File: config.mk
export PLATFORM = sky130hd
export DESIGN_NAME = lsu_instr_ctrl_flat
export DESIGN_NICKNAME = d
export VERILOG_FILES = /design/src/verilog/lsu_if.sv /design/src/verilog/lsu_instr_ctrl.sv /design/src/flat_wrapper.sv
export VERILOG_INCLUDE_DIRS = /design/src /design/src/include
export SDC_FILE = /design/constraint.sdc
export NUM_CORES = 1
export LEC_CHECK = 0
export ABC_AREA = 0
export ABC_CLOCK_PERIOD_IN_PS = 3200
export BUFFER_PORTS_ARGS = -buffer_cell sky130_fd_sc_hd__buf_4
export CELL_PAD_IN_SITES_DETAIL_PLACEMENT = 1
export CELL_PAD_IN_SITES_GLOBAL_PLACEMENT = 2
export CORE_MARGIN = 5
export CORE_UTILIZATION = 26
export CTS_BUF_LIST = sky130_fd_sc_hd__clkbuf_8
export DETAILED_ROUTE_END_ITERATION = 10
export HOLD_SLACK_MARGIN = 0.12
export PLACE_DENSITY = 0.87
export SLEW_MARGIN = 15
export SYNTH_ARGS = -nofsm -noshare
export SYNTH_HDL_FRONTEND = slang
export SYNTH_SLANG_ARGS = --single-unit
File: constraint.sdc
create_clock -name clk -period 3.2 [get_ports clk]
set_input_delay 0.32 -clock clk [delete_from_list [all_inputs] [get_ports clk]]
set_output_delay 0.32 -clock clk [all_outputs]
set_load 0.1 [all_outputs]
File: src/include/lsu_config.svh
`ifndef LSU_CONFIG_SVH
`define LSU_CONFIG_SVH

// buffer and mxu row geometry
`define LSU_ROW_W      128
`define LSU_ROW_BYTES  16
`define LSU_MXU_ROWS   16

// axi write data width, one row is two beats
`define LSU_BEAT_W     64

// 256 rows per buffer
`define LSU_BUF_AW     8

// row count and dram address widths
`define LSU_NUM_W      8
`define LSU_DRAM_AW    31

// buffer select codes
`define LSU_BUF_IRAM   2'd0
`define LSU_BUF_WRAM   2'd1
`define LSU_BUF_ORAM   2'd2

// store opcodes
`define LSU_OP_ST_BUF  2'd0
`define LSU_OP_ST_DRAM 2'd1

`endif

File: src/verilog/lsu_if.sv
`timescale 1ns/100ps
`include "lsu_config.svh"

// command from the instruction controller to one store engine
interface lsu_cmd_if;
    logic                    start;
    logic [1:0]              buf_sel;
    logic [`LSU_BUF_AW-1:0]  buf_addr;
    logic [`LSU_NUM_W-1:0]   num;
    logic [3:0]              start_x;
    logic [3:0]              start_y;
    logic [4:0]              len;
    logic [`LSU_DRAM_AW-1:0] dram_addr;
    logic                    done;

    modport ctrl (output start, buf_sel, buf_addr, num, start_x, start_y, len, dram_addr,
                  input done);
    modport engine (input start, buf_sel, buf_addr, num, start_x, start_y, len, dram_addr,
                    output done);
endinterface


File: src/verilog/lsu_instr_ctrl.sv
`timescale 1ns/100ps
`include "lsu_config.svh"

module lsu_instr_ctrl (
    input  logic                    clk,
    input  logic                    arst_n,
    input  logic                    idu_vld,
    input  logic [1:0]              idu_op,
    input  logic [1:0]              idu_buf_sel,
    input  logic [`LSU_BUF_AW-1:0]  idu_buf_addr,
    input  logic [`LSU_NUM_W-1:0]   idu_num,
    input  logic [3:0]              idu_start_x,
    input  logic [3:0]              idu_start_y,
    input  logic [4:0]              idu_len,
    input  logic [`LSU_DRAM_AW-1:0] idu_dram_addr,
    output logic                    idu_rdy,
    lsu_cmd_if.ctrl                 mxu_cmd,
    lsu_cmd_if.ctrl                 dram_cmd
);
    logic                    busy;
    logic [1:0]              op_q;
    logic                    mxu_start_q;
    logic                    dram_start_q;
    logic                    accept;
    logic                    done_sel;
    logic [1:0]              buf_sel_q;
    logic [`LSU_BUF_AW-1:0]  buf_addr_q;
    logic [`LSU_NUM_W-1:0]   num_q;
    logic [3:0]              start_x_q;
    logic [3:0]              start_y_q;
    logic [4:0]              len_q;
    logic [`LSU_DRAM_AW-1:0] dram_addr_q;

    assign accept = idu_vld & idu_rdy;

    // only the engine that was started can finish the instruction
    assign done_sel = (op_q == `LSU_OP_ST_DRAM) ? dram_cmd.done : mxu_cmd.done;

    // ready again in the done cycle so back-to-back instructions lose nothing
    assign idu_rdy = ~busy | done_sel;

    always_ff @(posedge clk or negedge arst_n) begin
        if (!arst_n) begin
            busy         <= 1'b0;
            op_q         <= `LSU_OP_ST_BUF;
            mxu_start_q  <= 1'b0;
            dram_start_q <= 1'b0;
        end else begin
            mxu_start_q  <= accept & (idu_op == `LSU_OP_ST_BUF);
            dram_start_q <= accept & (idu_op == `LSU_OP_ST_DRAM);
            if (accept) begin
                busy <= 1'b1;
                op_q <= idu_op;
            end else if (done_sel) begin
                busy <= 1'b0;
            end
        end
    end

    // payload held until the engine reports done
    always_ff @(posedge clk) begin
        if (accept) begin
            buf_sel_q   <= idu_buf_sel;
            buf_addr_q  <= idu_buf_addr;
            num_q       <= idu_num;
            start_x_q   <= idu_start_x;
            start_y_q   <= idu_start_y;
            len_q       <= idu_len;
            dram_addr_q <= idu_dram_addr;
        end
    end

    assign mxu_cmd.start      = mxu_start_q;
    assign mxu_cmd.buf_sel    = buf_sel_q;
    assign mxu_cmd.buf_addr   = buf_addr_q;
    assign mxu_cmd.num        = num_q;
    assign mxu_cmd.start_x    = start_x_q;
    assign mxu_cmd.start_y    = start_y_q;
    assign mxu_cmd.len        = len_q;
    assign mxu_cmd.dram_addr  = dram_addr_q;

    assign dram_cmd.start     = dram_start_q;
    assign dram_cmd.buf_sel   = buf_sel_q;
    assign dram_cmd.buf_addr  = buf_addr_q;
    assign dram_cmd.num       = num_q;
    assign dram_cmd.start_x   = start_x_q;
    assign dram_cmd.start_y   = start_y_q;
    assign dram_cmd.len       = len_q;
    assign dram_cmd.dram_addr = dram_addr_q;

    a_op_legal: assert property (@(posedge clk) disable iff (!arst_n)
        accept |-> (idu_op == `LSU_OP_ST_BUF) || (idu_op == `LSU_OP_ST_DRAM));
    a_sel_legal: assert property (@(posedge clk) disable iff (!arst_n)
        accept |-> idu_buf_sel != 2'd3);
    a_num_nonzero: assert property (@(posedge clk) disable iff (!arst_n)
        accept |-> idu_num != '0);

endmodule

File: src/flat_wrapper.sv
// flat-port wrapper written by rule: the top's interface ports become plain ports
module lsu_instr_ctrl_flat 
  (clk, arst_n, idu_vld, idu_op, idu_buf_sel, idu_buf_addr, idu_num, idu_start_x, idu_start_y, idu_len, idu_dram_addr, idu_rdy, mxu_cmd_start, mxu_cmd_buf_sel, mxu_cmd_buf_addr, mxu_cmd_num, mxu_cmd_start_x, mxu_cmd_start_y, mxu_cmd_len, mxu_cmd_dram_addr, mxu_cmd_done, dram_cmd_start, dram_cmd_buf_sel, dram_cmd_buf_addr, dram_cmd_num, dram_cmd_start_x, dram_cmd_start_y, dram_cmd_len, dram_cmd_dram_addr, dram_cmd_done);
  lsu_cmd_if mxu_cmd_i ();
  lsu_cmd_if dram_cmd_i ();
  input  logic clk;
  input  logic arst_n;
  input  logic idu_vld;
  input  logic [1:0] idu_op;
  input  logic [1:0] idu_buf_sel;
  input  logic [`LSU_BUF_AW-1:0] idu_buf_addr;
  input  logic [`LSU_NUM_W-1:0] idu_num;
  input  logic [3:0] idu_start_x;
  input  logic [3:0] idu_start_y;
  input  logic [4:0] idu_len;
  input  logic [`LSU_DRAM_AW-1:0] idu_dram_addr;
  output logic idu_rdy;
  output wire logic [$bits(mxu_cmd_i.start)-1:0] mxu_cmd_start;
  output wire logic [$bits(mxu_cmd_i.buf_sel)-1:0] mxu_cmd_buf_sel;
  output wire logic [$bits(mxu_cmd_i.buf_addr)-1:0] mxu_cmd_buf_addr;
  output wire logic [$bits(mxu_cmd_i.num)-1:0] mxu_cmd_num;
  output wire logic [$bits(mxu_cmd_i.start_x)-1:0] mxu_cmd_start_x;
  output wire logic [$bits(mxu_cmd_i.start_y)-1:0] mxu_cmd_start_y;
  output wire logic [$bits(mxu_cmd_i.len)-1:0] mxu_cmd_len;
  output wire logic [$bits(mxu_cmd_i.dram_addr)-1:0] mxu_cmd_dram_addr;
  input wire logic [$bits(mxu_cmd_i.done)-1:0] mxu_cmd_done;
  output wire logic [$bits(dram_cmd_i.start)-1:0] dram_cmd_start;
  output wire logic [$bits(dram_cmd_i.buf_sel)-1:0] dram_cmd_buf_sel;
  output wire logic [$bits(dram_cmd_i.buf_addr)-1:0] dram_cmd_buf_addr;
  output wire logic [$bits(dram_cmd_i.num)-1:0] dram_cmd_num;
  output wire logic [$bits(dram_cmd_i.start_x)-1:0] dram_cmd_start_x;
  output wire logic [$bits(dram_cmd_i.start_y)-1:0] dram_cmd_start_y;
  output wire logic [$bits(dram_cmd_i.len)-1:0] dram_cmd_len;
  output wire logic [$bits(dram_cmd_i.dram_addr)-1:0] dram_cmd_dram_addr;
  input wire logic [$bits(dram_cmd_i.done)-1:0] dram_cmd_done;
  assign mxu_cmd_start = mxu_cmd_i.start;
  assign mxu_cmd_buf_sel = mxu_cmd_i.buf_sel;
  assign mxu_cmd_buf_addr = mxu_cmd_i.buf_addr;
  assign mxu_cmd_num = mxu_cmd_i.num;
  assign mxu_cmd_start_x = mxu_cmd_i.start_x;
  assign mxu_cmd_start_y = mxu_cmd_i.start_y;
  assign mxu_cmd_len = mxu_cmd_i.len;
  assign mxu_cmd_dram_addr = mxu_cmd_i.dram_addr;
  assign mxu_cmd_i.done = mxu_cmd_done;
  assign dram_cmd_start = dram_cmd_i.start;
  assign dram_cmd_buf_sel = dram_cmd_i.buf_sel;
  assign dram_cmd_buf_addr = dram_cmd_i.buf_addr;
  assign dram_cmd_num = dram_cmd_i.num;
  assign dram_cmd_start_x = dram_cmd_i.start_x;
  assign dram_cmd_start_y = dram_cmd_i.start_y;
  assign dram_cmd_len = dram_cmd_i.len;
  assign dram_cmd_dram_addr = dram_cmd_i.dram_addr;
  assign dram_cmd_i.done = dram_cmd_done;
  lsu_instr_ctrl u_core (.clk(clk), .arst_n(arst_n), .idu_vld(idu_vld), .idu_op(idu_op), .idu_buf_sel(idu_buf_sel), .idu_buf_addr(idu_buf_addr), .idu_num(idu_num), .idu_start_x(idu_start_x), .idu_start_y(idu_start_y), .idu_len(idu_len), .idu_dram_addr(idu_dram_addr), .idu_rdy(idu_rdy), .mxu_cmd(mxu_cmd_i), .dram_cmd(dram_cmd_i));
endmodule
# [Word-level counts from Yosys, hierarchy flattened]
# Index checks and enable logic that the tools add are counted.
[totals] reg_bits=67 inputBits=69 out_inout_bits=127 word_cells=23
[op_classes] eq_ne=2 n_mux=3 bitwise_logic=5 reduce_logical=2
[ops] cell="$eq A2 B1 Y1 const B" count=2
[ops] cell="$and A1 B1 Y1" count=3
[ops] cell="$mux W1" count=3
[ops] cell="$logic_not A2 Y1" count=1
[ops] cell="$reduce_bool A2 Y1" count=1
[ops] cell="$not A1 Y1" count=1
[ops] cell="$or A1 B1 Y1" count=1

# [Logic depth before layout (Yosys ltp)]
# Gate-level depths: netlist (run 1).
[depth] depth_word=5 ltp_mapped=3 mapped_depth_nobuf=3

# [Worst setup path after synthesis (run 1)]
# OpenSTA, ideal clock, no wires.
[synth_path] kind="flip-flop to flip-flop" startpoint="register u_core.op_q[0]" endpoint="register u_core.buf_addr_q[0] (netlist: u_core.dram_cmd.buf_addr[0]), enable pin" setup_ps=392 t_arrival_ps=2178 t_required_ps=2808 path_slack_ps=630 stages_incl_launch_ff=4 path_buffers=0 period_less_slack_ps=2570 cell_sequence="dfrtp_1 -> and4bb_1 -> a21oi_4 -> and2_2"
[synth_via] elab_chain_len=4
[synth_lines] element="start, declared" line_no="lsu_instr_ctrl.sv:21" rtl="logic [1:0] op_q;"
[synth_lines] element="start signal, assigned" line_no="lsu_instr_ctrl.sv:45" rtl="op_q <= `LSU_OP_ST_BUF;"
[synth_lines] element="start signal, assigned" line_no="lsu_instr_ctrl.sv:53" rtl="op_q <= idu_op;"
[synth_lines] element="$eq A2 B1 Y1 (no source line)"
[synth_lines] element="$mux W1" line_no="lsu_instr_ctrl.sv:37" rtl="assign done_sel = (op_q == `LSU_OP_ST_DRAM) ? dram_cmd.done : mxu_cmd.done;"
[synth_lines] element="$or A1 B1 Y1" line_no="lsu_instr_ctrl.sv:40" rtl="assign idu_rdy = ~busy | done_sel;"
[synth_lines] element="via idu_rdy" line_no="flat_wrapper.sv:17" rtl="output logic idu_rdy;"
[synth_lines] element="$and A1 B1 Y1" line_no="lsu_instr_ctrl.sv:34" rtl="assign accept = idu_vld & idu_rdy;"
[synth_lines] element="via u_core.accept" line_no="lsu_instr_ctrl.sv:24" rtl="logic accept;"
[synth_lines] element="end signal, assigned" line_no="lsu_instr_ctrl.sv:64" rtl="buf_addr_q <= idu_buf_addr;"
[synth_lines] element="end, declared" line_no="lsu_instr_ctrl.sv:27" rtl="logic [`LSU_BUF_AW-1:0] buf_addr_q;"
# The timed path passes the listed nets, and every way through them passes these cells.
# A chain may end at the register's enable or synchronous reset.

# [Worst setup path in the final report (run 1)]
[layout_path] startpoint="register u_core.op_q[0]" endpoint="register u_core.dram_addr_q[20] (netlist: u_core.dram_cmd.dram_addr[20]), enable pin"
[layout_via] elab_chain_len=4
[layout_lines] element="$eq A2 B1 Y1 (no source line)"
[layout_lines] element="$mux W1" line_no="lsu_instr_ctrl.sv:37"
[layout_lines] element="$or A1 B1 Y1" line_no="lsu_instr_ctrl.sv:40"
[layout_lines] element="$and A1 B1 Y1" line_no="lsu_instr_ctrl.sv:34"
[layout_lines] element="via u_core.accept" line_no="lsu_instr_ctrl.sv:24"
[layout_lines] element="end signal, assigned" line_no="lsu_instr_ctrl.sv:69" rtl="dram_addr_q <= idu_dram_addr;"
[layout_lines] element="end, declared" line_no="lsu_instr_ctrl.sv:32" rtl="logic [`LSU_DRAM_AW-1:0] dram_addr_q;"
# The timed path passes the listed nets, and every way through them passes these cells.

==> results of run 1 <==
## sequential cells by signal (all words and copies together), names as in the netlist
| name | count |
|---|---|
| u_core.busy | 1 |
| u_core.dram_cmd.len | 5 |
| u_core.dram_cmd.start | 1 |
| u_core.dram_cmd.buf_sel | 2 |
| u_core.dram_cmd.start_y | 4 |
| u_core.op_q | 2 |
| u_core.dram_cmd.start_x | 4 |
| u_core.mxu_cmd.start | 1 |
| u_core.dram_cmd.num | 8 |
| u_core.dram_cmd.buf_addr | 8 |
| u_core.dram_cmd.dram_addr | 31 |
## routing by layer
| metal | global-route usage, % | vias up | share of wire [%] | routed length [µm] |
|---|---|---|---|---|
| met2 | 20.3 | 118 | 52 | 3770 |
| li1 | - | 742 | - | - |
| met5 | 0 | - | 0.28 | 20 |
| met4 | 3.74 | 2 | 1.8 | 131 |
| met1 | 11.2 | 783 | 32 | 2280 |
| met3 | 6.52 | 15 | 14 | 1030 |
## worst max-delay path: stages (launching register included)
cell and delay, ns:
dfrtp_1 0.41, and4bb_1 0.24, a21oi_4 0.19, and2_2 0.67
buf_12 0.29
## cells by family after synthesis
family                 share of synthesized area (%)
buffers and inverters                           18.1
flip-flops                                      77.1
AO/OA/AOI/OAI                                   1.41
multiplexers                                   0.388
AND/OR/NAND/NOR                                 3.06
## Yosys cell counts
cell	number
nor2b_1	1
nor2_1	1
mux2i_1	1
and4bb_1	1
a21oi_4	1
and2b_1	1
and4b_1	1
edfxtp_1	62
buf_4	62
a311o_1	1
nand2b_1	3
a32o_1	1
and3_1	2
and2_2	1
dfrtp_1	5
## timing repair
action / CTS / global route
hold buffers: 1 / 0
gates resized for setup: 0 / 0
endpoints found under the hold margin: 5 / 0
## final cells by class
cell class,instances,area share (%)
Clock buffer,9,3.13
Clock inverter,7,1.52
Multi-Input combinational cell,15,3.16
Sequential cell,67,50.2
Tap cell,133,4.21
Timing Repair Buffer,197,37.8
## power groups by stage
stage          clock [mW]  sequential, mW  combinational [mW]
2_1_floorplan           0            1.75               0.792
3_3_place_gp            0            1.15                1.63
3_5_place_dp            0            1.16                1.64
4_1_cts             0.689            1.14                1.64
5_1_grt             0.723            1.15                1.67
6_report            0.654            1.14                1.63
## final timing paths
path                                                  from                                      end  slack, ns  cells after the start
worst min-delay path                     idu_dram_addr[21]  u_core.dram_cmd.dram_addr[21]$_DFFE_PP_       0.16                      1
worst max register to register  u_core.op_q[0]$_DFFE_PN0P_  u_core.dram_cmd.dram_addr[20]$_DFFE_PP_       1.06                      4
max in group asynchronous                           arst_n           u_core.mxu_cmd.start$_DFF_PN0_       2.76                      2
worst max-delay path            u_core.op_q[0]$_DFFE_PN0P_  u_core.dram_cmd.dram_addr[20]$_DFFE_PP_       1.06                      4
worst min register to register  u_core.op_q[1]$_DFFE_PN0P_               u_core.op_q[1]$_DFFE_PN0P_       0.58                      1
min in group asynchronous                           arst_n               u_core.op_q[1]$_DFFE_PN0P_       0.33                      2
## placed cells by master (no fill, tap or decap), types with 2 or more instances in the layout
cell type	n
and3_1	2
buf_4	195
clkbuf_8	9
clkinv_2	3
dfrtp_1	5
edfxtp_1	62
nand2b_1	3
==> results.yml, run 1 <==
outcome:
  outcome: "completed"
placement:
  dpl.hpwl_um: 6000
  gp_congestion: 0.683
  io_buffers: 195
  dp_slack_ns: 1.05
  place_area_um2: 3760
  place_inst: 411
synth:
  syn_area_per_cell_um2: 17.9
  syn-num-nets: 213
  synth_warnings: 0
  synth_cell_types: 15
  synth_top_cell_area_share_pct: 72.2
  syn_inst: 144
  seq_area_frac_synth_pct: 77.1
  synth_seq_cells: 67
  syn_area_um2: 2580
  synth_area_leader_cell: "edfxtp_1"
  synth.area.top_cells: "edfxtp_1, buf_4, dfrtp_1, nand2b_1, a21oi_4"
pwr:
  seqPwrFrac_pct: 33.2
  p_leak_nw: 1.76
  internal_power_mw: 1.71
  ir_worst_vdd_uv: 294
  power_switching_share_pct: 50.0
  pwr-share-comb_pct: 47.7
  power.density_nw_per_um2: 866
  p_total_mw: 3.43
  clockPowerShare_pct: 19.1
  netSwitchingPower_mw: 1.71
clock_network:
  cts.sinks: 67
  cts_buffer_depth: 2
  clk_latency_ns: 0.33
  h-tree-depth: 3
  cts_setup_buffers: 0
  clk_pin_slew_worst_paths_ns: 0.07
  cts_tree: "yes"
  numCtsBuffers: 9
  cts-root-buf: "clkbuf_8"
cells_and_area:
  fin_util_pct: 40.7
  syn2layout_area_growth_pct: 53.5
  antenna_cells: 0
  final_nets: 359
  fillers: 1037
  finalNonFillerCells: 428
  final_layout_size_suffix_gt1_share_pct: 71.9
  multiInputGateArea_um2: 125
  design_area_um2: 3960
  regArea_um2: 1990
drt:
  drtAntennaViolNets: 0
  wirelength_um: 7230
  viasPerCell: 3.88
  drc_errors: 0
  dr.pass1.iters: 4
  drt_iter0_drc: 44
  wire_per_inst_um: 16.9
  num_vias: 1660
sta:
  setup_ws_ns: 1.06
  maxSlewViolCount: 0
  rsz0062_at_grt: "no"
  post-route-period-util_pct: 67.0
  slew_headroom_pct: 50.0
  clock_skew_ns: 0.00718
  tightest_slew_ns: 0.750
  hold-worst-slack_ns: 0.162
  setup_tns_ns: 0
  finalHoldViolations: 0
  period_minus_slack_ns: 2.14
  setup_viol: 0
  fmax_ghz: 0.467
critical_path:
  cp_max_fo: 33
  crit_type: "flop to flop"
  end_kind: "flop"
  crit_required_ns: 3.22
  start_kind: "flop"
  cp_data_arrival_time_ns: 2.16
global_routing:
  grt_pass1_vias: 1816
  grt_first_pass_wirelength_um: 10000
  grt-ovfl-total: 0
  grt_max_degree: 34
  grt_antenna_before_repair: 1
  grt_usage_pct: 11.5
floorplan:
  dieArea_um2: 12000
  dieHeight_um: 110
  initial_utilization_pct: 26.5
  io_pins: 196
  placementRows: 36
  die_w_um: 110
  fp.coreArea_um2: 9730
hold_path:
  hold_path_class: "input pin to flop"
run:
  maxCapViolCount: 0
(Power assumes the default switching activity.)
==> inputs of run 2 (changes only) <==
- ABC_CLOCK_PERIOD_IN_PS: 3200 -> 1950
- CORE_UTILIZATION: 26 -> 22
- PLACE_DENSITY: 0.87 -> 0.78
- clock period: 3.2 -> 1.95 ns (I/O delays scaled with it)
==> run 2 against run 1 <==
Setup slack got worse by 0.80 ns; first-iteration DRC count is 2.3% lower; die area increased by 16%; power up 76%; via count up 13%; count of clock-buffer cells in the layout unchanged; cell area rose by 18%; non-clock buffer count increased by 64; register-to-register slack worse by 0.70 ns; flip-flop and latch count stayed put; largest cell class is now buffers.
==> results.yml, run 2 (same netlist as run 1, synthesis figures left out) <==
outcome:
  outcome: "completed"
clock_network:
  cts_buffer_depth: 2
  numCtsBuffers: 9
  cts.sinks: 67
  cts_resized: 0
  clk_latency_ns: 0.32
  cts_tree: "yes"
  cts-root-buf: "clkbuf_8"
  clk_pin_slew_worst_paths_ns: 0.07
  h-tree-depth: 3
cells_and_area:
  fin_util_pct: 40.7
  layout_common_cells: "buf_4, dlygate4sd3_1, edfxtp_1"
  layout_commonest_cell: "buf_4"
  fillers: 1175
  antenna_cells: 0
  final_layout_size_suffix_gt1_share_pct: 59.1
  final_nets: 423
  finalNonFillerCells: 502
  syn2layout_area_growth_pct: 81.1
  largest_reg_flops: 31
floorplan:
  dieArea_um2: 14000
  fp.coreArea_um2: 11500
  die_w_um: 118
  placementRows: 39
  dieHeight_um: 118
  io_pins: 196
  initial_utilization_pct: 22.5
critical_path:
  end_kind: "output port"
  path_buf_inv: 1
  cp_data_arrival_time_ns: 1.50
  worst_path_largest_cell_delay_ns: 0.41
  cp_max_fo: 7
  crit_required_ns: 1.75
  path_cells: "and4bb_1, a21oi_4, buf_4"
  cpMaxStageDelayCell: "dfrtp_1"
  start_kind: "flop"
  critPathTopFamily: "flip-flops"
  crit_type: "flop to output port"
sta:
  finalHoldViolations: 0
  setup_viol: 0
  tightest_slew_ns: 0.292
  slew_headroom_pct: 80.7
  rsz0062_at_grt: "no"
  setup_tns_ns: 0
  clock_skew_ns: 0.00775
  maxSlewViolCount: 0
  post-route-period-util_pct: 87.0
  period_minus_slack_ns: 1.70
  fmax_ghz: 0.589
global_routing:
  grt_max_degree: 35
  grt_pass1_vias: 2211
  grt_first_pass_wirelength_um: 12200
  grt-ovfl-total: 0
  grt_antenna_before_repair: 0
  grt_usage_pct: 11.0
placement:
  dpl.hpwl_um: 5840
  io_buffers: 195
  gp_congestion: 0.657
  place_inst: 422
drt:
  drtAntennaViolNets: 0
  num_vias: 1874
  wire_per_inst_um: 15.8
  viasPerCell: 3.73
  drt_iter0_drc: 43
  wirelength_um: 7950
  drc_errors: 0
  dr.pass1.iters: 3
hold_path:
  hold_path_class: "input pin to flop"
pwr:
  power.density_nw_per_um2: 1290
  p_leak_nw: 2.05
  ir_worst_vdd_uv: 576
run:
  maxCapViolCount: 0
[run 2: cell types whose count changed in the layout (fill, tap and decap cells not counted)]
cell           change
and2_4             +1
dlygate4sd3_1     +63
clkinv_1           +2
clkinv_2           -2
clkinvlp_4         -1
bufinv_16          +2
inv_1              -1
and2_2             -1
buf_12             +1
[run 2: final timing paths]
kind | startpoint | endpoint | slack (ns) | depth (start not counted)
worst max register to register | u_core.op_q[0]$_DFFE_PN0P_ | u_core.dram_cmd.buf_addr[3]$_DFFE_PP_ | 0.36 | 4
worst max-delay path | u_core.op_q[0]$_DFFE_PN0P_ | idu_rdy | 0.25 | 3
min in group asynchronous | arst_n | u_core.op_q[1]$_DFFE_PN0P_ | 0.21 | 2
max in group asynchronous | arst_n | u_core.dram_cmd.start$_DFF_PN0_ | 1.62 | 2
worst min-delay path | idu_op[1] | u_core.op_q[1]$_DFFE_PN0P_ | 0.15 | 2
worst min register to register | u_core.op_q[1]$_DFFE_PN0P_ | u_core.op_q[1]$_DFFE_PN0P_ | 0.60 | 1
[run 2: metal layers]
layer / vias up / global-route usage (%) / wire [µm]
li1: 871 / - / -
met1: 888 / 10.3 / 2630
met2: 106 / 21.3 / 4440
met3: 9 / 4.82 / 751
met4: 0 / 2.94 / 127
met5: - / 0 / 0
[run 2: report_power, final]
group          leakage, nW  total [mW]  internal [mW]  switching [mW]
Combinational         1.28        2.81          0.557            2.25
Sequential           0.654        1.87           1.78          0.0971
Clock                0.116        1.35          0.835           0.516
Total                 2.05        6.03           3.17            2.86
[run 2: final cells by class]
cell class	instances	area [µm²]	area share, %
multi-input combinational	15	126	2.71
sequential	67	1990	42.6
clock inverter	7	106	2.28
clock buffer	9	124	2.65
tap	143	179	3.83
timing repair buffer	261	2140	46.0
[run 2: per-stage QoR]
stage	power [mW]	instance area, µm²	hold slack, ns	worst slack [ns]
after floorplan	4.16	2580	-0.101	-0.297
after global placement	4.59	3800	-0.00144	0.406
after detailed placement	4.62	3800	0.00160	0.377
after CTS	6.10	4670	0.134	0.225
after global routing	6.24	4670	0.127	0.174
final	6.03	4670	0.154	0.253
[run 2: what timing repair did]
action                                  in CTS  in global routing
endpoints found under the setup margin       0                  0
hold buffers                                64                  0
buffers inserted                             0                  0
hold endpoints to repair                    68                  0
