--- src/include/lsu_config.svh ---
`ifndef LSU_CONFIG_SVH
`define LSU_CONFIG_SVH

// buffer and mxu row geometry
`define LSU_ROW_W      128
`define LSU_ROW_BYTES  16
`define LSU_MXU_ROWS   16

// axi write data width, one row is two beats
`define LSU_BEAT_W     64

// 256 rows per buffer
`define LSU_BUF_AW     8

// row count and dram address widths
`define LSU_NUM_W      8
`define LSU_DRAM_AW    31

// buffer select codes
`define LSU_BUF_IRAM   2'd0
`define LSU_BUF_WRAM   2'd1
`define LSU_BUF_ORAM   2'd2

// store opcodes
`define LSU_OP_ST_BUF  2'd0
`define LSU_OP_ST_DRAM 2'd1

`endif

--- src/verilog/lsu_pkg.sv ---
`include "lsu_config.svh"

package lsu_pkg;

    // one buffer row
    // bytes for column masking on the mxu side,
    // beats for splitting into axi words (beat 0 is the low half)
    typedef union packed {
        logic [`LSU_ROW_BYTES-1:0][7:0] bytes;
        logic [1:0][`LSU_BEAT_W-1:0]    beats;
    } sram_row_u;

endpackage

--- src/verilog/lsu_if.sv ---
`timescale 1ns/100ps
`include "lsu_config.svh"

// command from the instruction controller to one store engine
interface lsu_cmd_if;
    logic                    start;
    logic [1:0]              buf_sel;
    logic [`LSU_BUF_AW-1:0]  buf_addr;
    logic [`LSU_NUM_W-1:0]   num;
    logic [3:0]              start_x;
    logic [3:0]              start_y;
    logic [4:0]              len;
    logic [`LSU_DRAM_AW-1:0] dram_addr;
    logic                    done;

    modport ctrl (output start, buf_sel, buf_addr, num, start_x, start_y, len, dram_addr,
                  input done);
    modport engine (input start, buf_sel, buf_addr, num, start_x, start_y, len, dram_addr,
                    output done);
endinterface


// buffer read port, rdata one cycle after re
interface buf_rd_if import lsu_pkg::*; ();
    logic                   re;
    logic [1:0]             sel;
    logic [`LSU_BUF_AW-1:0] addr;
    sram_row_u              rdata;

    modport master (output re, sel, addr, input rdata);
    modport bank (input re, sel, addr, output rdata);
endinterface

--- src/verilog/lsu_dram_store.sv ---
`timescale 1ns/100ps
`include "lsu_config.svh"

module lsu_dram_store import lsu_pkg::*; (
    input  logic                    clk,
    input  logic                    arst_n,
    lsu_cmd_if.engine               cmd,
    buf_rd_if.master                rd,
    input  logic                    axi_awrdy,
    input  logic                    axi_wrdy,
    input  logic                    axi_bvld,
    output logic                    axi_awvld,
    output logic [`LSU_DRAM_AW-1:0] axi_awaddr,
    output logic [7:0]              axi_awlen,
    output logic                    axi_wvld,
    output logic [`LSU_BEAT_W-1:0]  axi_wdata,
    output logic                    axi_wlast,
    output logic                    axi_brdy
);
    localparam logic [2:0] S_IDLE  = 3'd0;
    localparam logic [2:0] S_ADDR  = 3'd1;
    localparam logic [2:0] S_READ  = 3'd2;
    localparam logic [2:0] S_BEAT0 = 3'd3;
    localparam logic [2:0] S_BEAT1 = 3'd4;
    localparam logic [2:0] S_RESP  = 3'd5;

    logic [2:0]             state;
    logic [2:0]             state_nxt;
    logic [`LSU_NUM_W-1:0]  row_cnt;
    logic [`LSU_BUF_AW-1:0] rd_addr;
    logic                   last_row;
    logic                   beat1_fire;
    sram_row_u              row_q;

    assign last_row   = (row_cnt == cmd.num - 1'b1);
    assign beat1_fire = (state == S_BEAT1) & axi_wrdy;

    always_comb begin
        state_nxt = state;
        case (state)
            S_IDLE:  if (cmd.start) state_nxt = S_ADDR;
            S_ADDR:  if (axi_awrdy) state_nxt = S_READ;
            // read data lands here, one cycle after re
            S_READ:  state_nxt = S_BEAT0;
            S_BEAT0: if (axi_wrdy) state_nxt = S_BEAT1;
            S_BEAT1: if (axi_wrdy) state_nxt = last_row ? S_RESP : S_READ;
            S_RESP:  if (axi_bvld) state_nxt = S_IDLE;
            default: state_nxt = S_IDLE;
        endcase
    end

    always_ff @(posedge clk or negedge arst_n) begin
        if (!arst_n) begin
            state   <= S_IDLE;
            row_cnt <= '0;
            rd_addr <= '0;
        end else begin
            state <= state_nxt;
            if (cmd.start) begin
                row_cnt <= '0;
                rd_addr <= cmd.buf_addr;
            end else begin
                if (beat1_fire) begin
                    row_cnt <= row_cnt + 1'b1;
                end
                if (rd.re) begin
                    rd_addr <= rd_addr + 1'b1;
                end
            end
        end
    end

    // hold the row while both beats wait on wready
    always_ff @(posedge clk) begin
        if (state == S_READ) begin
            row_q <= rd.rdata;
        end
    end

    // first row after aw, next row when beat 1 of the previous one leaves
    assign rd.re   = ((state == S_ADDR) & axi_awrdy) | (beat1_fire & ~last_row);
    assign rd.sel  = cmd.buf_sel;
    assign rd.addr = rd_addr;

    assign axi_awvld  = (state == S_ADDR);
    assign axi_awaddr = cmd.dram_addr;
    // two beats per row
    assign axi_awlen  = {cmd.num[`LSU_NUM_W-2:0], 1'b0} - 1'b1;

    assign axi_wvld  = (state == S_BEAT0) | (state == S_BEAT1);
    assign axi_wdata = (state == S_BEAT1) ? row_q.beats[1] : row_q.beats[0];
    assign axi_wlast = (state == S_BEAT1) & last_row;
    assign axi_brdy  = (state == S_RESP);

    assign cmd.done = (state == S_RESP) & axi_bvld;

    // no write data until the address has been taken
    // and the address and length hold while awvld waits
    a_aw_first: assert property (@(posedge clk) disable iff (!arst_n)
        (axi_awvld && !axi_awrdy) |=> (axi_awvld && !axi_wvld &&
                                       $stable(axi_awaddr) && $stable(axi_awlen)));

endmodule

--- src/flat_wrapper.sv ---
// flat-port wrapper written by rule: the top's interface ports become plain ports
module lsu_dram_store_flat import lsu_pkg::*;
  (clk, arst_n, axi_awrdy, axi_wrdy, axi_bvld, axi_awvld, axi_awaddr, axi_awlen, axi_wvld, axi_wdata, axi_wlast, axi_brdy, cmd_start, cmd_buf_sel, cmd_buf_addr, cmd_num, cmd_start_x, cmd_start_y, cmd_len, cmd_dram_addr, cmd_done, rd_re, rd_sel, rd_addr, rd_rdata);
  lsu_cmd_if cmd_i ();
  buf_rd_if rd_i ();
  input  logic clk;
  input  logic arst_n;
  input  logic axi_awrdy;
  input  logic axi_wrdy;
  input  logic axi_bvld;
  output logic axi_awvld;
  output logic [`LSU_DRAM_AW-1:0] axi_awaddr;
  output logic [7:0] axi_awlen;
  output logic axi_wvld;
  output logic [`LSU_BEAT_W-1:0] axi_wdata;
  output logic axi_wlast;
  output logic axi_brdy;
  input wire logic [$bits(cmd_i.start)-1:0] cmd_start;
  input wire logic [$bits(cmd_i.buf_sel)-1:0] cmd_buf_sel;
  input wire logic [$bits(cmd_i.buf_addr)-1:0] cmd_buf_addr;
  input wire logic [$bits(cmd_i.num)-1:0] cmd_num;
  input wire logic [$bits(cmd_i.start_x)-1:0] cmd_start_x;
  input wire logic [$bits(cmd_i.start_y)-1:0] cmd_start_y;
  input wire logic [$bits(cmd_i.len)-1:0] cmd_len;
  input wire logic [$bits(cmd_i.dram_addr)-1:0] cmd_dram_addr;
  output wire logic [$bits(cmd_i.done)-1:0] cmd_done;
  output wire logic [$bits(rd_i.re)-1:0] rd_re;
  output wire logic [$bits(rd_i.sel)-1:0] rd_sel;
  output wire logic [$bits(rd_i.addr)-1:0] rd_addr;
  input wire logic [$bits(rd_i.rdata)-1:0] rd_rdata;
  assign cmd_i.start = cmd_start;
  assign cmd_i.buf_sel = cmd_buf_sel;
  assign cmd_i.buf_addr = cmd_buf_addr;
  assign cmd_i.num = cmd_num;
  assign cmd_i.start_x = cmd_start_x;
  assign cmd_i.start_y = cmd_start_y;
  assign cmd_i.len = cmd_len;
  assign cmd_i.dram_addr = cmd_dram_addr;
  assign cmd_done = cmd_i.done;
  assign rd_re = rd_i.re;
  assign rd_sel = rd_i.sel;
  assign rd_addr = rd_i.addr;
  assign rd_i.rdata = rd_rdata;
  lsu_dram_store u_core (.clk(clk), .arst_n(arst_n), .cmd(cmd_i), .rd(rd_i), .axi_awrdy(axi_awrdy), .axi_wrdy(axi_wrdy), .axi_bvld(axi_bvld), .axi_awvld(axi_awvld), .axi_awaddr(axi_awaddr), .axi_awlen(axi_awlen), .axi_wvld(axi_wvld), .axi_wdata(axi_wdata), .axi_wlast(axi_wlast), .axi_brdy(axi_brdy));
endmodule
--- config.mk ---
export PLATFORM = sky130hd
export DESIGN_NAME = lsu_dram_store_flat
export DESIGN_NICKNAME = d
export VERILOG_FILES = /design/src/verilog/lsu_pkg.sv /design/src/verilog/lsu_if.sv /design/src/verilog/lsu_dram_store.sv /design/src/flat_wrapper.sv
export VERILOG_INCLUDE_DIRS = /design/src /design/src/include
export SDC_FILE = /design/constraint.sdc
export NUM_CORES = 1
export LEC_CHECK = 0
export ABC_AREA = 1
export BUFFER_PORTS_ARGS = -buffer_cell sky130_fd_sc_hd__buf_2
export CAP_MARGIN = 20
export CORE_MARGIN = 4
export CORE_UTILIZATION = 41
export CTS_CLUSTER_SIZE = 14
export DETAILED_ROUTE_END_ITERATION = 6
export GPL_TIMING_DRIVEN = 0
export PLACE_DENSITY = 0.85
export SLEW_MARGIN = 20
export SYNTH_ARGS = -nofsm -noshare
export SYNTH_HDL_FRONTEND = slang
export SYNTH_SLANG_ARGS = --single-unit
--- constraint.sdc ---
create_clock -name clk -period 20.4 [get_ports clk]
set_input_delay 2.04 -clock clk [delete_from_list [all_inputs] [get_ports clk]]
set_output_delay 2.04 -clock clk [all_outputs]
set_load 0.005 [all_outputs]
---- Word-level counts from Yosys, hierarchy flattened ----
Cells that the tools add are included.
cells by class
  add/sub/neg operators ................... 4
  eq/ne operators ......................... 11
  multiplexer cells ....................... 12
  bitwise gates (word level) .............. 8
  reductions and logical operators ........ 4
operator list
  kind                   count
  $mux W64               1
  $mux W8                4
  $mux W3                6
  $pmux W3 S6            1
  $add A8 B1 Y8 const B  2
  $sub A8 B1 Y8 const B  2
  $ne A2 B2 Y1 const B   5
  $eq A8 B8 Y1           1
  $eq A3 B2 Y1 const B   2
  $eq A3 B3 Y1 const B   2
  $and A1 B1 Y1          5
  $reduce_and A5 Y1      1
  $reduce_bool A2 Y1     2
  $eq A3 B1 Y1 const B   1
  $logic_not A3 Y1       1
  $or A1 B1 Y1           2
  $not A1 Y1             1
storage, ports and cells
  register bits after elaboration ......... 147
  input port bits ......................... 196
  output and inout bits ................... 119
  word-level logic and storage cells ...... 43

---- Depth between registers and ports, before layout ----
Gate-level depths: netlist of the first run.
  word-level depth ........................ 7
  mapped depth ............................ 14
  mapped depth without buffers ............ 14

---- Worst setup path after synthesis of the first run ----
Ideal clock, no wire load.
  path type ............................... register to register
  start ................................... register u_core.state[0]
  end ..................................... register u_core.row_q[0] in the netlist's numbering (enable)
  setup time .............................. 0.618 ns
  data arrival time ....................... 5.953 ns
  required time ........................... 19.782 ns
  slack ................................... 13.829 ns
  cell stages (with the launch flop) ...... 4
  path buffers ............................ 0
  path through ............................ dfrtp_1 -> nor2_1 -> inv_1 -> nor2_1
on the way
  longest elaborated chain between the ends .. 1
ends and longest elaborated chain
  what                    RTL line              text
  start, declared         lsu_dram_store.sv:27  logic [2:0] state;
  start signal, assigned  lsu_dram_store.sv:58  state <= state_nxt;
  $eq A3 B2 Y1            lsu_dram_store.sv:75  if (state == S_READ) begin
  end signal, assigned    lsu_dram_store.sv:76  row_q <= rd.rdata;
  end, declared           lsu_dram_store.sv:33  sram_row_u row_q;
No other way between the ends.
A chain may end at the register's enable or synchronous reset.

---- Worst setup path in the final report of the first run ----
  start ................................... input port cmd_num[0]
  end ..................................... output port rd_re
on the way
  longest elaborated chain between the ends .. 5
ends and longest elaborated chain
  what             RTL line              text
  start, declared  flat_wrapper.sv:21    input wire logic [$bits(cmd_i.num)-1:0] cmd_num;
  $sub A8 B1 Y8    lsu_dram_store.sv:35  assign last_row = (row_cnt == cmd.num - 1'b1);
  $eq A8 B8 Y1     lsu_dram_store.sv:35
  $not A1 Y1       lsu_dram_store.sv:81  assign rd.re = ((state == S_ADDR) & axi_awrdy) | (beat1_fire & ~last_row);
  $and A1 B1 Y1    lsu_dram_store.sv:81
  $or A1 B1 Y1     lsu_dram_store.sv:81
  end, declared    flat_wrapper.sv:27    output wire logic [$bits(rd_i.re)-1:0] rd_re;
No other way between the ends.

==> results of run 1 <==
## metal layers
layer	share of wire [%]	global-route usage, %
met5	0	0
met4	1.7	7.22
met3	10	6.96
met2	52	33.6
met1	36	19.7
## path summary, 6_finish.rpt
path,slack (ps),cells past startpoint,end,start
hold reg to reg,550,1,u_core.row_cnt[3]$_DFFE_PN0P_,u_core.row_cnt[3]$_DFFE_PN0P_
max in group asynchronous,18530,1,u_core.rd.addr[0]$_DFFE_PN0P_,arst_n
setup / recovery,14620,13,rd_re,cmd_num[0]
min in group asynchronous,1560,1,u_core.state[2]$_DFFE_PN0P_,arst_n
hold / removal,550,1,u_core.row_cnt[3]$_DFFE_PN0P_,u_core.row_cnt[3]$_DFFE_PN0P_
setup reg to reg,18340,5,u_core.row_q[125]$_DFFE_PP_,u_core.state[0]$_DFFE_PN0P_
## kinds of logic (layout without fill, tap and decap cells)
group                    count (synthesis)  count (layout)
flip-flops                             147             147
AND/OR/NAND/NOR                        331             331
other                                    1               2
AO/OA/AOI/OAI                           28              28
XOR/XNOR                                 7               7
buffers and inverters                   82             384
adder cells (fa/ha/maj)                  3               3
## metrics by stage
stage	std cells	power, mW	hold slack (ps)	setup slack (ps)	util (%)
4_1_cts	1089	1.09	551	14620	57.1
2_1_floorplan	599	0.609	477	13830	-
3_5_place_dp	1057	0.756	542	14630	52.9
5_1_grt	1090	1.14	584	14400	57.1
3_3_place_gp	1053	0.749	527	11870	52.3
6_report	1090	1.08	552	14620	57.1
## layout make-up
type / instances / share of cell area, %
antenna: 1 / 0.0288
buffer: 51 / 3.70
clock buffer: 17 / 4.90
clock inverter: 15 / 2.46
inverter: 31 / 1.34
multi-input combinational: 370 / 18.8
sequential: 147 / 49.7
tap: 188 / 2.71
timing repair buffer: 270 / 16.3
## power breakdown
| group | total, mW | switching, mW | internal [mW] |
|---|---|---|---|
| Combinational | 0.309 | 0.187 | 0.122 |
| Sequential | 0.436 | 0.0278 | 0.408 |
| Clock | 0.330 | 0.131 | 0.199 |
## cell usage in the layout (no fill, tap or decap), types with 8 or more instances in the layout
cell type  instances
nand4_1           13
edfxtp_1         128
buf_4             34
buf_2            268
nand3_1           23
o21ai_0           16
buf_1              8
nand2_1          264
clkbuf_16         17
dfrtp_1           19
inv_1             29
nor2_1            15
## registers in the layout (all words and copies together) (netlist names)
| register | flops |
|---|---|
| u_core.row_q | 128 |
| u_core.rd.addr | 8 |
| u_core.row_cnt | 8 |
| u_core.state | 3 |
==> run metrics, run 1 <==
routed vias/inst=4.72; HP Class=reg -> reg; total gr overflow=0; Post-synth EDFFs=128; CTS max path bufs=2; FMAX=0.173 GHz; Final Cycle Share=28.4%; Slew HR=53.3%; Compound-Gate Fraction of Synth Area=under 10%; DRC errors left=0; num rows=45; cts hold-fix bufs=0; flop and latch count out of synthesis=approximately 150; Antenna Violating Nets Remaining=0; Yosys top cell area share=between 60% and 70%; worst-path maximum fanout=10; pwr dens=around 120 mW/mm^2; Synth warnings=0; critical path type=in -> out; Via Count=approximately 5.1k; CTS H-Tree Depth=4; GRT Total Usage=18.6%; first-pass GRT wire length=25300 um; CTS tree=done; status=finished, final reports clean; total CTS buffers=17; clock skew=between 8 and 9 ps; Routability Congestion=just under 0.9; Starting Density=a little over two fifths; CP delay by family, top=simple AND/OR/NAND/NOR gates; Synth Area in Adders=less than 1%; sequence of cells on the critical path=buf_2, inv_1, ha_1, inv_2, nor2_1, nand4_1, nand3_1, nand2_1, nor2_2, nand2_2, nand2_4, nand2_1, buf_2; main combinational cell family by area after synthesis=simple AND/OR/NAND/NOR gates; post-CTS setup buffer count=0; synthesized area=approximately 0.0064 sq mm; post-synthesis mux area share=0%; CP required=approximately 18000 ps; Worst-Skew Late Latency=between 400 and 500 ps; RSZ-0062 raised after global routing=no; area leader, netlist=edfxtp_1; Async S/R FF share, synth=between 10 and 15%; simple-gate portion of the synthesized area=about 21%; commonest cells in the netlist=264 x nand2_1, 128 x edfxtp_1, 34 x buf_4, 29 x inv_1, 23 x nand3_1; Final setup viols=0; Die ar.=roughly 0.018 sq mm; slowest CP cell=ha_1; synth top area cells=edfxtp_1 60%, nand2_1 16%, dfrtp_1 7.5%; FILL cells=1242; DRT iter0 DRCs=234; Static Leak=4.10 nW; max cap viols=0; Reg clk slew, reported paths=~60 ps; Avg Cell Area, Syn=roughly 11 sq um; Critical Path Start Type=input pin; Sink Count=~150; top_reg_cell synth=edfxtp_1; synth unique cells=29; quantity of I/O buffers inserted on ports=roughly 270; Setup crit end kind=primary output; Mapped Cells=between 500 and 600; placed cell areas=0.00804 sq mm; vias in the first global route=about 5k; final hold violation count=0; Nets=between 1k and 1.5k; IO Count=315; cts repair resizes=0; Peak VDD IR=0.101 mV; largest net degree at the start of global routing=33; root buffer cell=clkbuf_16; final setup TNS=0 ps; Core ar.=roughly 0.015 sq mm; cell with the most instances after synthesis=nand2_1; final wirelength=about 17000 um; antenna violations before repair=1; register area=about 0.0043 sq mm; Slowest Stage Delay on Critical Path=between 200 and 300 ps; share of cells above drive strength 1=39.1%; Worst EP arrival=around 3800 ps; Die Y=133 um; xor/xnor share of the synthesized area=0.961%; CP Buf/Inv Count=4; Multi-input gate area=roughly 0.0016 sq mm; DR WL/cell=about 15 um; Slew Limit Fails=0; Final Instance Area=~0.0087 sq mm; post-DP HPWL=13000 um; syn_nets=between 700 and 800; Die W=133 um; Worst-Margin Slew=about 700 ps; DR pass1 iterations=6; P&R area growth vs syn=36.1%; Final Critical Period=around 5800 ps; sequential share of the synthesized area=between 60% and 70%
(Power assumes the default switching activity.)
==> run 2, diff against run 1 <==
clock period = 5.5 ns   (was 20.4 ns; I/O delays follow)
==> run metrics, run 2 (synthesized netlist as in run 1, its figures left out) <==
P&R area growth vs syn=36.0% (was 36.1%); Most flops, register=u_core.row_q (unchanged); CTS H-Tree Depth=4 (unchanged); CP required=4950 ps (was 18360 ps); Starting Density=42.0% (unchanged); CTS tree=done (unchanged); post-CTS setup buffer count=0 (unchanged); num rows=45 (unchanged); Cell Int Power=2.60 mW (was 0.729 mW); status=finished, final reports clean (unchanged); CTS max path bufs=2 (unchanged); Antenna Violating Nets Remaining=0 (unchanged); Final Critical Period=3010 ps; clock skew=9.46 ps (was 8.72 ps); total CTS buffers=17 (unchanged); vias in the first global route=5118 (was 5087); Static Leak=4.09 nW (was 4.10 nW); Final Cycle Share=between 50% and 60%; final wirelength=16800 um (about the same); cts hold-fix bufs=0 (unchanged); FMAX=about 0.33 GHz; root buffer cell=clkbuf_16 (unchanged); Worst-Skew Late Latency=420 ps (was 410 ps); Clk pwr share=29.2% (was 30.7%); Setup crit end kind=primary output (unchanged); pwr dens=452 mW/mm^2 (was 124 mW/mm^2); largest net degree at the start of global routing=32 (was 33); first-pass GRT wire length=25200 um (was 25300 um); routed vias/inst=4.75 (was 4.72); HP Class=in -> async (was reg -> reg); Critical Path Start Type=flop (was input pin); most common cell after layout, fill and taps aside=buf_2 (unchanged); max reg flops=128 (unchanged); Peak VDD IR=0.290 mV (was 0.101 mV); critical path type=reg -> out (was in -> out); cts repair resizes=0 (unchanged); Worst EP arrival=2460 ps (was 3750 ps); final setup TNS=0 ps (unchanged); worst hold margin=60.2 ps (was 552 ps); DR pass1 iterations=5 (was 6); DRC errors left=0 (unchanged); share of cells above drive strength 1=39.1% (about the same); Nets=1088 (was 1087); Sequential Power Share=41.1% (was 40.5%); Comb power frac=29.7% (was 28.7%); Slew Limit Fails=0 (unchanged); Core ar.=0.0152 sq mm (unchanged); Die Y=133 um (unchanged); Reg clk slew, reported paths=70 ps (was 60 ps); antenna violations before repair=0 (was 1); Final setup viols=0 (unchanged); quantity of I/O buffers inserted on ports=266 (unchanged); Worst-Margin Slew=705 ps (was 699 ps); final hold violation count=0 (unchanged); Switching Share=33.8% (was 32.2%); Routability Congestion=0.908 (was 0.865); DRT iter0 DRCs=253 (was 234); Slew HR=53.0% (was 53.3%); FILL cells=1252 (was 1242); RSZ-0062 raised after global routing=no (unchanged); GRT Total Usage=18.5% (was 18.6%); Die W=133 um (unchanged); Die ar.=0.0176 sq mm (unchanged); IO Count=315 (unchanged); Via Count=5179 (was 5141); Place WS=2610 ps (was 14630 ps); DR WL/cell=15.4 um (about the same); final setup margin=2490 ps (was 14620 ps); antenna cells=0 (was 1); Final Power=3.92 mW (was 1.08 mW); total net switching power=1.33 mW (was 0.346 mW); worst-path maximum fanout=10 (unchanged); Final Core Density=57.1% (about the same); Sink Count=147 (unchanged); total gr overflow=0 (unchanged); max cap viols=0 (unchanged); most frequent cells in the layout=268 x buf_2, 264 x nand2_1, 128 x edfxtp_1 (unchanged); post-DP HPWL=13000 um (about the same)
[run 2: area by class of cell]
type | count | area (sq um) | share of cell area, %
clock inverter | 15 | 180 | 2.08
inverter | 31 | 116 | 1.34
clock buffer | 17 | 425 | 4.90
sequential | 147 | 4320 | 49.8
tap | 188 | 235 | 2.71
timing repair buffer | 271 | 1450 | 16.7
multi-input combinational | 370 | 1630 | 18.8
buffer | 51 | 322 | 3.71
[run 2: metal layers]
layer	track usage, %	share of wire (%)	vias up
met5	0	0	-
met4	7.51	2.9	0
met3	8.02	10	44
met2	32.9	52	272
met1	19.0	35	2321
li1	-	-	2542
[run 2: power groups by stage]
| stage | Combinational [mW] | Sequential [mW] | Clock [mW] |
|---|---|---|---|
| after floorplan | 0.595 | 1.64 | 0 |
| after global placement | 1.08 | 1.67 | 0 |
| after detailed placement | 1.19 | 1.64 | 0 |
| after CTS | 1.19 | 1.61 | 1.17 |
| after global routing | 1.31 | 1.63 | 1.22 |
| final | 1.16 | 1.61 | 1.15 |
[run 2: critical path: stages (launching register included)]
cell,delay [ps]
dfrtp_1,430
nor2_1,170
nand2_2,130
inv_1,90
buf_2,260
buf_1,580
nand2_1,100
nand2_1,150
buf_2,140
[run 2: worst paths after layout]
kind                            slack, ps                            end                     startpoint  cells after the start
max in group asynchronous            5130  u_core.rd.addr[6]$_DFFE_PN0P_                         arst_n                      1
worst max-delay path                 2490                  axi_wdata[45]    u_core.state[0]$_DFFE_PN0P_                      8
worst min register to register        550  u_core.row_cnt[3]$_DFFE_PN0P_  u_core.row_cnt[3]$_DFFE_PN0P_                      1
min in group clk                      300     u_core.row_q[79]$_DFFE_PP_                   rd_rdata[79]                      1
worst max register to register       3570     u_core.row_q[20]$_DFFE_PP_    u_core.state[0]$_DFFE_PN0P_                      6
worst min-delay path                   60  u_core.row_cnt[7]$_DFFE_PN0P_                         arst_n                      1
[run 2: stage by stage]
step / cell area [sq um] / instances
after global routing: 8670 / 1090
after CTS: 8670 / 1090
after global placement: 7950 / 1053
after detailed placement: 8070 / 1058
after floorplan: 6380 / 599
final: 8670 / 1090
==> run 3, diff against run 2 <==
PLACE_DENSITY = 0.88   (was 0.85)
clock period = 2.7 ns   (was 5.5 ns; I/O delays follow)
==> run metrics, run 3 (synthesized netlist as in run 1, its figures left out) <==
quantity of I/O buffers inserted on ports=266 (unchanged); vias in the first global route=5235 (was 5118); total gr overflow=0 (unchanged); placed cell areas=0.00803 sq mm (was 0.00807 sq mm); Hold Crit Start=rd_rdata[84]; HP Class=in -> reg (was in -> async); Slowest Stage Delay on Critical Path=440 ps (was 580 ps); Reg clk slew, reported paths=60 ps (was 70 ps); root buffer cell=clkbuf_16 (unchanged); sequence of cells on the critical path=nor2_1, nand2_2, inv_1, buf_2, clkbuf_4, nand2_1, nand2_1, buf_2 (was nor2_1, nand2_2, inv_1, buf_2, buf_1, nand2_1, nand2_1, buf_2); pwr dens=923 mW/mm^2 (was 452 mW/mm^2); worst hold margin=28.8 ps (was 60.2 ps); IO Count=315 (unchanged); status=finished, final reports clean (unchanged); Static Leak=4.10 nW (was 4.09 nW); most frequent cells in the layout=269 x buf_2, 264 x nand2_1, 128 x edfxtp_1 (was 268 x buf_2, 264 x nand2_1, 128 x edfxtp_1); Final Cycle Share=about 92%; Most flops, register=u_core.row_q (unchanged); FMAX=~0.40 GHz; Final setup viols=0 (unchanged); Critical Path Start Type=flop (unchanged); Reg-to-Reg Start=u_core.state[0]$_DFFE_PN0P_ (unchanged); Die ar.=0.0176 sq mm (unchanged); CTS H-Tree Depth=4 (unchanged); GRT Total Usage=19.3% (was 18.5%); Worst-Skew Late Latency=410 ps (was 420 ps); max cap viols=0 (unchanged); num rows=45 (unchanged); CTS tree=done (unchanged); Multi-input gate area=0.00163 sq mm (unchanged); Starting Density=42.0% (unchanged); Die Y=133 um (unchanged); CTS max path bufs=2 (unchanged); final hold violation count=0 (unchanged); final setup TNS=0 ps (unchanged); max reg flops=128 (unchanged); Crit. Startpoint=u_core.state[0]$_DFFE_PN0P_ (unchanged); Sink Count=147 (unchanged); Die W=133 um (unchanged); Slew HR=54.7% (was 53.0%); Final Core Density=57.0% (was 57.1%); Via Count=5218 (was 5179); CP Capture Point=axi_wdata[48] (was axi_wdata[45]); Final Power=8.00 mW (was 3.92 mW); Worst-Margin Slew=678 ps (was 705 ps); RSZ-0062 raised after global routing=no (unchanged); slowest CP cell=dfrtp_1 (was buf_1); Setup crit end kind=primary output (unchanged); Final Instance Area=0.00867 sq mm (about the same); first-pass GRT wire length=26300 um (was 25200 um); antenna violations before repair=2 (was 0); Core ar.=0.0152 sq mm (unchanged); register area=0.00432 sq mm (unchanged); DRC errors left=0 (unchanged); Reg2Reg Depth=5 (was 6); DR pass1 iterations=5 (unchanged); Peak VDD IR=0.626 mV (was 0.290 mV); CP required=2430 ps (was 4950 ps); DR WL/cell=15.7 um (was 15.4 um); critical path type=reg -> out (unchanged); post-CTS setup buffer count=0 (unchanged); P&R area growth vs syn=35.9% (was 36.0%); total CTS buffers=17 (unchanged); DRT iter0 DRCs=276 (was 253); routed vias/inst=4.78 (was 4.75); largest net degree at the start of global routing=33 (was 32); Nets=1089 (was 1088); post-DP HPWL=13300 um (was 13000 um); most common cell after layout, fill and taps aside=buf_2 (unchanged); Worst EP arrival=2200 ps (was 2460 ps); Final Critical Period=about 2500 ps; clock skew=6.93 ps (was 9.46 ps); final wirelength=17200 um (was 16800 um); worst-path maximum fanout=10 (unchanged); FILL cells=1271 (was 1252); share of cells above drive strength 1=39.8% (was 39.1%); Routability Congestion=0.898 (was 0.908); Antenna Violating Nets Remaining=0 (unchanged); Slew Limit Fails=0 (unchanged); reg2reg end=u_core.row_q[92]$_DFFE_PP_ (was u_core.row_q[20]$_DFFE_PP_); register-to-register setup slack=670 ps (was 3570 ps)
run 3: cell count changes in the layout (fill, tap and decap cells not counted), moves of 2 or more:
cell | previous run | this run
inv_8 | 5 | 2
clkbuf_2 | 0 | 5
clkinv_2 | 0 | 2
buf_1 | 8 | 2
bufinv_16 | 0 | 2
clkinv_8 | 5 | 1
buf_16 | 2 | 0
dlygate4sd3_1 | 0 | 2
clkinvlp_4 | 1 | 3
run 3: final cells by class:
type	instances	share of cell area, %
Clock inverter	15	2.02
Clock buffer	17	4.91
Sequential cell	147	49.8
Inverter	31	1.34
Antenna cell	1	0.0289
Multi-Input combinational cell	370	18.8
Tap cell	188	2.71
Buffer	51	3.84
Timing Repair Buffer	272	16.5
run 3: power breakdown:
group          internal [mW]  total (mW)  switching (mW)
registers               3.08        3.29           0.206
logic                  0.929        2.36            1.43
clock network           1.39        2.35           0.963
total                   5.40        8.00            2.60
run 3: worst min-delay path by stage:
stage,endpoint,cells past startpoint
floorplan,u_core.rd.addr[0]$_DFFE_PN0P_,0
global placement,u_core.state[1]$_DFFE_PN0P_,1
detailed placement,u_core.state[2]$_DFFE_PN0P_,1
CTS,u_core.row_q[5]$_DFFE_PP_,1
global route,u_core.row_q[19]$_DFFE_PP_,1
finish,u_core.row_q[84]$_DFFE_PP_,1
run 3: per-stage QoR:
stage	cells	worst slack, ps
after floorplan	599	-225
after global placement	1053	-914
after detailed placement	1057	301
after CTS	1090	58.1
after global routing	1092	5.65
final	1092	227
run 3: repair_timing:
action,4_1_cts,5_1_grt
gates resized for setup,2,7
hold endpoints to repair,19,1
setup endpoints to repair,10,46
hold buffers,1,1
pin swaps,0,0
run 3: routing by layer:
metal	vias up	share of wire [%]	GRT usage, %
met5	-	0.047	0
met4	2	2.5	8.03
met3	29	9.0	6.84
met2	286	52	34.9
met1	2370	36	20.3
li1	2531	-	-
run 3: critical path: cells and delay by family (launching register included):
| family | cells | cell delay, ps |
|---|---|---|
| AND/OR/NAND/NOR | 4 | 510 |
| buffers and inverters | 4 | 840 |
| flip-flops | 1 | 440 |
